**src/chan_fifo_pkg.sv**
```systemverilog
/*
 * Shared sizes and the channel-number type for the four-channel write path.
 */
package chan_fifo_pkg;

   // channel fan-out
   localparam int NUM_CHAN = 4;
   localparam int CHAN_W   = 2;   // must cover NUM_CHAN

   // payload
   localparam int DATA_W = 32;

   // per-channel buffer geometry
   localparam int DEPTH_LOG2     = 3;
   localparam int FIFO_DEPTH     = 2 ** DEPTH_LOG2;
   localparam int ALMFULL_THRESH = 6;   // occupancy where alm_full rises

   typedef logic [CHAN_W-1:0] chan_t;

endpackage

```
**src/chan_fifo_if.sv**
```systemverilog
/*
 * Per-channel FIFO connection: write strobe from the steering stage,
 * read strobe from the drain arbiter, data and occupancy back from the FIFO.
 */
interface chan_fifo_if;
   import chan_fifo_pkg::*;

   logic              wr_en;
   logic [DATA_W-1:0] wr_data;
   logic              rd_en;
   logic [DATA_W-1:0] rd_data;
   logic              rd_valid;
   logic [DEPTH_LOG2:0] count;
   logic              full;
   logic              alm_full;

   modport steer (
      output wr_en, wr_data,
      input  full
   );

   modport fifo (
      input  wr_en, wr_data, rd_en,
      output rd_data, rd_valid, count, full, alm_full
   );

   modport drain (
      output rd_en,
      input  rd_data, rd_valid, count
   );

endinterface

```
**src/chan_fifo.sv**
```systemverilog
/*
 * Registered FIFO for one channel: storage array with write and read
 * pointers, occupancy count with full and almost-full, registered read port.
 */
module chan_fifo (
   input  logic       clk,
   input  logic       rst,
   chan_fifo_if.fifo  port
);
   import chan_fifo_pkg::*;

   typedef logic [DEPTH_LOG2:0]   cnt_t;
   typedef logic [DEPTH_LOG2-1:0] ptr_t;

   logic [DATA_W-1:0] mem [FIFO_DEPTH];

   ptr_t              wr_ptr;
   ptr_t              rd_ptr;
   cnt_t              count_q;
   logic [DATA_W-1:0] rd_data_q;
   logic              rd_valid_q;

   // storage, no reset needed on the array
   always_ff @(posedge clk) begin
      if (port.wr_en) begin
         mem[wr_ptr] <= port.wr_data;
      end
   end

   // pointers wrap naturally at FIFO_DEPTH
   always_ff @(posedge clk) begin
      if (rst) begin
         wr_ptr <= '0;
         rd_ptr <= '0;
      end else begin
         if (port.wr_en) begin
            wr_ptr <= wr_ptr + 1'b1;
         end
         if (port.rd_en) begin
            rd_ptr <= rd_ptr + 1'b1;
         end
      end
   end

   // occupancy
   always_ff @(posedge clk) begin
      if (rst) begin
         count_q <= '0;
      end else begin
         case ({port.wr_en, port.rd_en})
            2'b10:   count_q <= count_q + 1'b1;
            2'b01:   count_q <= count_q - 1'b1;
            default: count_q <= count_q;   // idle or simultaneous push/pop
         endcase
      end
   end

   // read port, data one cycle after rd_en
   always_ff @(posedge clk) begin
      if (rst) begin
         rd_valid_q <= 1'b0;
      end else begin
         rd_valid_q <= port.rd_en;
      end
   end

   always_ff @(posedge clk) begin
      if (port.rd_en) begin
         rd_data_q <= mem[rd_ptr];
      end
   end

   assign port.rd_data  = rd_data_q;
   assign port.rd_valid = rd_valid_q;

   // status from the registered count
   assign port.count    = count_q;
   assign port.full     = (count_q == cnt_t'(FIFO_DEPTH));
   assign port.alm_full = (count_q >= cnt_t'(ALMFULL_THRESH));

endmodule

```
**src/drain_arbiter.sv**
```systemverilog
/*
 * Round-robin drain: pops one word per cycle from the non-empty FIFOs while
 * drain_en is high and registers it with its channel number.
 */
module drain_arbiter (
   input  logic                               clk,
   input  logic                               rst,
   input  logic                               drain_en,
   chan_fifo_if.drain                         fifos [chan_fifo_pkg::NUM_CHAN],
   output logic                               out_valid,
   output chan_fifo_pkg::chan_t               out_chan,
   output logic [chan_fifo_pkg::DATA_W-1:0]   out_data
);
   import chan_fifo_pkg::*;

   logic [NUM_CHAN-1:0] not_empty;
   logic [NUM_CHAN-1:0] rd_valid_v;
   logic [DATA_W-1:0]   rd_data_a [NUM_CHAN];

   chan_t             ptr;
   chan_t             gnt_chan;
   chan_t             gnt_chan_q;
   logic              gnt_hit;
   logic              grant;
   logic [DATA_W-1:0] sel_data;

   // flatten the per-channel views
   for (genvar i = 0; i < NUM_CHAN; i++) begin : g_chan
      assign not_empty[i]  = (fifos[i].count != '0);
      assign rd_valid_v[i] = fifos[i].rd_valid;
      assign rd_data_a[i]  = fifos[i].rd_data;
      assign fifos[i].rd_en = grant && (gnt_chan == chan_t'(i));
   end

   // first non-empty channel at or after ptr
   always_comb begin
      chan_t cand;
      gnt_hit  = 1'b0;
      gnt_chan = ptr;
      for (int off = 0; off < NUM_CHAN; off++) begin
         cand = chan_t'((int'(ptr) + off) % NUM_CHAN);
         if (!gnt_hit && not_empty[cand]) begin
            gnt_hit  = 1'b1;
            gnt_chan = cand;
         end
      end
   end

   assign grant = drain_en && gnt_hit;

   always_ff @(posedge clk) begin
      if (rst) begin
         ptr <= '0;
      end else if (grant) begin
         ptr <= chan_t'((int'(gnt_chan) + 1) % NUM_CHAN);   // skip past winner
      end
   end

   // channel tag follows the popped word by one cycle
   always_ff @(posedge clk) begin
      gnt_chan_q <= gnt_chan;
   end

   // at most one rd_valid is high at a time
   always_comb begin
      sel_data = '0;
      for (int i = 0; i < NUM_CHAN; i++) begin
         if (rd_valid_v[i]) begin
            sel_data = rd_data_a[i];
         end
      end
   end

   // output register
   always_ff @(posedge clk) begin
      if (rst) begin
         out_valid <= 1'b0;
      end else begin
         out_valid <= |rd_valid_v;
      end
   end

   always_ff @(posedge clk) begin
      out_chan <= gnt_chan_q;
      out_data <= sel_data;
   end

endmodule

```
**src/fifo_bank_top.sv**
```systemverilog
/*
 * Four-channel buffered write path: steering stage, per-channel FIFOs and
 * a round-robin drain arbiter behind plain ports.
 */
module fifo_bank_top (
   input  logic                                clk,
   input  logic                                rst,
   input  logic                                in_valid,
   input  chan_fifo_pkg::chan_t                in_chan,
   input  logic [chan_fifo_pkg::DATA_W-1:0]    in_data,
   input  logic                                drain_en,
   output logic                                out_valid,
   output chan_fifo_pkg::chan_t                out_chan,
   output logic [chan_fifo_pkg::DATA_W-1:0]    out_data,
   output logic [chan_fifo_pkg::NUM_CHAN-1:0]  overflow,
   output logic [chan_fifo_pkg::NUM_CHAN-1:0]  full,
   output logic [chan_fifo_pkg::NUM_CHAN-1:0]  alm_full
);
   import chan_fifo_pkg::*;

   chan_fifo_if fifo_if [NUM_CHAN] ();

   wr_steer u_steer (
      .clk      (clk),
      .rst      (rst),
      .in_valid (in_valid),
      .in_chan  (in_chan),
      .in_data  (in_data),
      .overflow (overflow),
      .fifos    (fifo_if)
   );

   for (genvar i = 0; i < NUM_CHAN; i++) begin : g_fifo
      chan_fifo u_fifo (
         .clk  (clk),
         .rst  (rst),
         .port (fifo_if[i])
      );

      // status out as plain vectors
      assign full[i]     = fifo_if[i].full;
      assign alm_full[i] = fifo_if[i].alm_full;
   end

   drain_arbiter u_drain (
      .clk       (clk),
      .rst       (rst),
      .drain_en  (drain_en),
      .fifos     (fifo_if),
      .out_valid (out_valid),
      .out_chan  (out_chan),
      .out_data  (out_data)
   );

endmodule

```
**src/wr_steer.sv**
```systemverilog
/*
 * Write steering: registers each input strobe, routes it to its channel FIFO
 * and turns writes aimed at a full FIFO into a one-cycle overflow pulse.
 */
module wr_steer (
   input  logic                                   clk,
   input  logic                                   rst,
   input  logic                                   in_valid,
   input  chan_fifo_pkg::chan_t                   in_chan,
   input  logic [chan_fifo_pkg::DATA_W-1:0]       in_data,
   output logic [chan_fifo_pkg::NUM_CHAN-1:0]     overflow,
   chan_fifo_if.steer                             fifos [chan_fifo_pkg::NUM_CHAN]
);
   import chan_fifo_pkg::*;

   logic              wr_valid_q;
   chan_t             wr_chan_q;
   logic [DATA_W-1:0] wr_data_q;

   // input register stage
   always_ff @(posedge clk) begin
      if (rst) begin
         wr_valid_q <= 1'b0;
      end else begin
         wr_valid_q <= in_valid;
      end
   end

   always_ff @(posedge clk) begin
      wr_chan_q <= in_chan;
      wr_data_q <= in_data;
   end

   // one-hot decode, gated by the target's full flag
   for (genvar i = 0; i < NUM_CHAN; i++) begin : g_chan
      logic hit;

      assign hit = wr_valid_q && (wr_chan_q == chan_t'(i));

      assign fifos[i].wr_en   = hit && !fifos[i].full;
      assign fifos[i].wr_data = wr_data_q;
      assign overflow[i]      = hit && fifos[i].full;   // word is dropped
   end

endmodule

```
**config.mk**
```make
export PLATFORM = sky130hd
export DESIGN_NAME = fifo_bank_top
export DESIGN_NICKNAME = d
export VERILOG_FILES = /design/src/chan_fifo_pkg.sv /design/src/chan_fifo_if.sv /design/src/chan_fifo.sv /design/src/drain_arbiter.sv /design/src/fifo_bank_top.sv /design/src/wr_steer.sv
export SDC_FILE = /design/constraint.sdc
export NUM_CORES = 1
export LEC_CHECK = 0
export ABC_AREA = 1
export BUFFER_PORTS_ARGS = -buffer_cell sky130_fd_sc_hd__buf_2
export CAP_MARGIN = 15
export CELL_PAD_IN_SITES_DETAIL_PLACEMENT = 1
export CELL_PAD_IN_SITES_GLOBAL_PLACEMENT = 2
export CORE_MARGIN = 2
export CORE_UTILIZATION = 48
export DETAILED_ROUTE_END_ITERATION = 8
export GPL_ROUTABILITY_DRIVEN = 0
export HOLD_SLACK_MARGIN = 0.15
export PLACE_DENSITY_LB_ADDON = 0.1
export SYNTH_ARGS = -nofsm -noshare
export SYNTH_HDL_FRONTEND = slang
export SYNTH_SLANG_ARGS = --single-unit
export TNS_END_PERCENT = 50
```
**constraint.sdc**
```tcl
create_clock -name clk -period 8.31 [get_ports clk]
set_clock_uncertainty 0.15 [all_clocks]
set_input_delay 0.831 -clock clk [delete_from_list [all_inputs] [get_ports clk]]
set_output_delay 0.831 -clock clk [all_outputs]
set_load 0.005 [all_outputs]
```
==> metrics <==
DRC=0; Seq/Total Area, Yosys=76.4%; first-pass GRT wire length=217 mm; GRT Total Usage=28.9%; register bit total from synthesis=1270; Fin Setup TNS=0 ns; RR Startpoint=u_drain.ptr[0]$_SDFFE_PP0P_; final core utilization=55.2%; boundary pin count=85; initial antenna violation count=10; nets=3853; Hold Crit Class=register to register; Hold Crit Start=u_drain.gnt_chan_q[1]$_DFF_P_; routed wire length=148 mm; syn_area_per_cell=13.1 um2; fmax=217 MHz; maximum fanout along the worst path=33; root buf cell=clkbuf_16; Post-Syn Nets=3758; DR vias/cell=6.01; crit path time final=4.62 ns; clock latency on the worst-skew pair=0.74 ns; CTS tree=built; power density over cell area=316 mW/mm2; Detailed Place HPWL=86.3 mm; status=complete, no violations; max cap viols=0; fillers=9741; Clk pin slew, worst setup/hold paths=0.06 ns; first-pass iteration count of the detailed router=7; WP data arrival=5.08 ns; slew at the pin closest to its max-slew limit=1.18 ns; synthesis warning total=0; largest net degree at the start of global routing=111; share of cells above drive strength 1=11.6%; final setup vio count=0; number of enable flip-flop cells after synthesis=1152; H-tree Lvls=4; DR WL/cell=28.4 um; TritonCTS Sinks=1270; die width=321 um; most common cell in the synthesized netlist=edfxtp_1; synthesized cell area=0.0484 mm2; Die H=321 um; top cells by area, synth=edfxtp_1 (72%), nor2_1 (7.9%), o21ai_0 (5.5%), dfxtp_1 (4.9%), a31oi_1 (1.7%); Fin. Hold Viols=0; Area Growth Syn to Fin=14.1%; Starting DRT DRC Count=3159; cells after synthesis=3696; full die area=0.103 mm2; Initial Util=48.4%; Setup crit end kind=register; # rows=116; vias in the first global route=31900; Core Footprint=0.100 mm2; Leakage=18.4 nW; ys async rst share=0%; worst setup path startpoint=u_drain.ptr[0]$_SDFFE_PP0P_; period utilisation layout=55.5%; startpoint types=register; IO buf count=84; CP Class=register to register; via count=31300; antenna viol nets, final=0; leading area contributor after synthesis=edfxtp_1; CTS max path bufs=3; RSZ-0062 raised after global routing=false; most used flip-flop cell after synthesis=edfxtp_1; CP required=8.77 ns; Yosys cell types=40; CTS Buf Count=138; Worst VDD drop=0.000221 V; Slew Limit Fails=0; area fraction of the dominant cell type after synthesis=71.5%; Setup Fix Bufs, Post-CTS=0; Max-slew headroom=20.9%; remaining global-route overflow=0; top post-synthesis cells by count=edfxtp_1 (1152), nor2_1 (1012), o21ai_0 (536), clkbuf_1 (184)
==> worst paths after layout <==
path	end	slack [ns]	cells after the start
worst max-delay path	g_fifo[3].u_fifo.port.count[3]$_SDFFE_PP0P_	3.69	20
worst min-delay path	u_drain.out_chan[1]$_DFF_P_	0.22	0
worst max register to register	g_fifo[3].u_fifo.port.count[3]$_SDFFE_PP0P_	3.69	20
worst min register to register	u_drain.out_chan[1]$_DFF_P_	0.22	0
==> report_power, final <==
group,switching (mW),leakage [nW],internal (mW),total (mW)
combinational,2.51,4.95,0.905,3.41
sequential,0.463,11.4,7.59,8.06
clock,2.46,2.13,3.49,5.95
==> flip-flops by register name, indices dropped and copies added, names as in the netlist, 4 cells and up <==
signal                       flops
g_fifo.u_fifo.mem             1024
g_fifo.u_fifo.port.rd_data     128
u_drain.out_data                32
u_steer.fifos.wr_data           32
g_fifo.u_fifo.port.count        16
g_fifo.u_fifo.rd_ptr            12
g_fifo.u_fifo.wr_ptr            12
g_fifo.u_fifo.port.rd_valid      4
==> placed cells by master (no fill, tap or decap), types with 33 or more instances in the layout <==
master            n
clkbuf_1         48
buf_4            48
dfxtp_1          80
nor2_1          979
nor2_4           33
o21ai_0         536
o22ai_1         128
clkbuf_16       147
a31oi_1         128
dlygate4sd3_1    35
buf_2            84
inv_1            58
nand2_1         109
dfxtp_2          34
edfxtp_1       1152
nand3_1          37
==> cell families (layout without fill, tap and decap cells) <==
logic type,count (synthesis),in the layout,share of synthesized area (%)
DFF,1270,1270,76.4
and+or+nand+nor,1198,1198,9.79
AOI/OAI and AO/OA,892,892,10.4
buffers and inverters,302,511,2.50
adders and majority gates,24,24,0.683
xor gates and xnor gates,10,10,0.235
other,0,2,0
==> critical path, cell delays in order (launching register included) <==
cell,delay [ns]
dfxtp_1,0.74
inv_6,0.10
nand3_2,0.12
nand2_1,0.12
o21ai_2,0.30
nand3_2,0.18
nand2_1,0.12
nand2_2,0.09
nor2_8,0.18
nand2_4,0.11
inv_2,0.66
ha_1,0.36
ha_1,0.29
nand2_1,0.12
nor2_1,0.07
a211oi_1,0.31
nor2_1,0.07
nor2_1,0.09
nand2_1,0.08
o21ai_0,0.18
a21oi_1,0.06
==> layout make-up <==
type | instances | area (um2) | area share [%]
repair buffers | 180 | 1410 | 2.55
clock inverters | 52 | 428 | 0.775
inverters | 77 | 304 | 0.551
diodes | 2 | 5.00 | 0.00907
well taps | 1298 | 1620 | 2.94
flip-flops and latches | 1270 | 37000 | 67.1
clock buffers | 202 | 3960 | 7.17
multi-input cells | 2124 | 10500 | 18.9
==> timing repair <==
item | in CTS | in global routing
gates resized for setup | 0 | 0
endpoints found under the hold margin | 35 | 0
hold buffers | 35 | 0
==> routing by layer <==
metal | global-route usage, % | share of wire, %
met5 | 0 | 0
met4 | 8.67 | 2.6
met3 | 4.26 | 6.1
met2 | 46.1 | 47
met1 | 41.2 | 44
==> through the flow <==
stage	area [um2]	hold WS, ns	cells	power [mW]	worst slack [ns]
floorplan	48400	0.160	3696	10.1	4.63
global placement	50200	0.238	4901	11.4	4.05
detailed placement	50500	0.214	4914	11.6	3.75
CTS	55200	0.222	5203	17.5	3.76
global route	55200	0.217	5203	18.1	3.30
finish	55200	0.216	5205	17.4	3.69
Note: power is estimated with default switching activity, not from simulation.
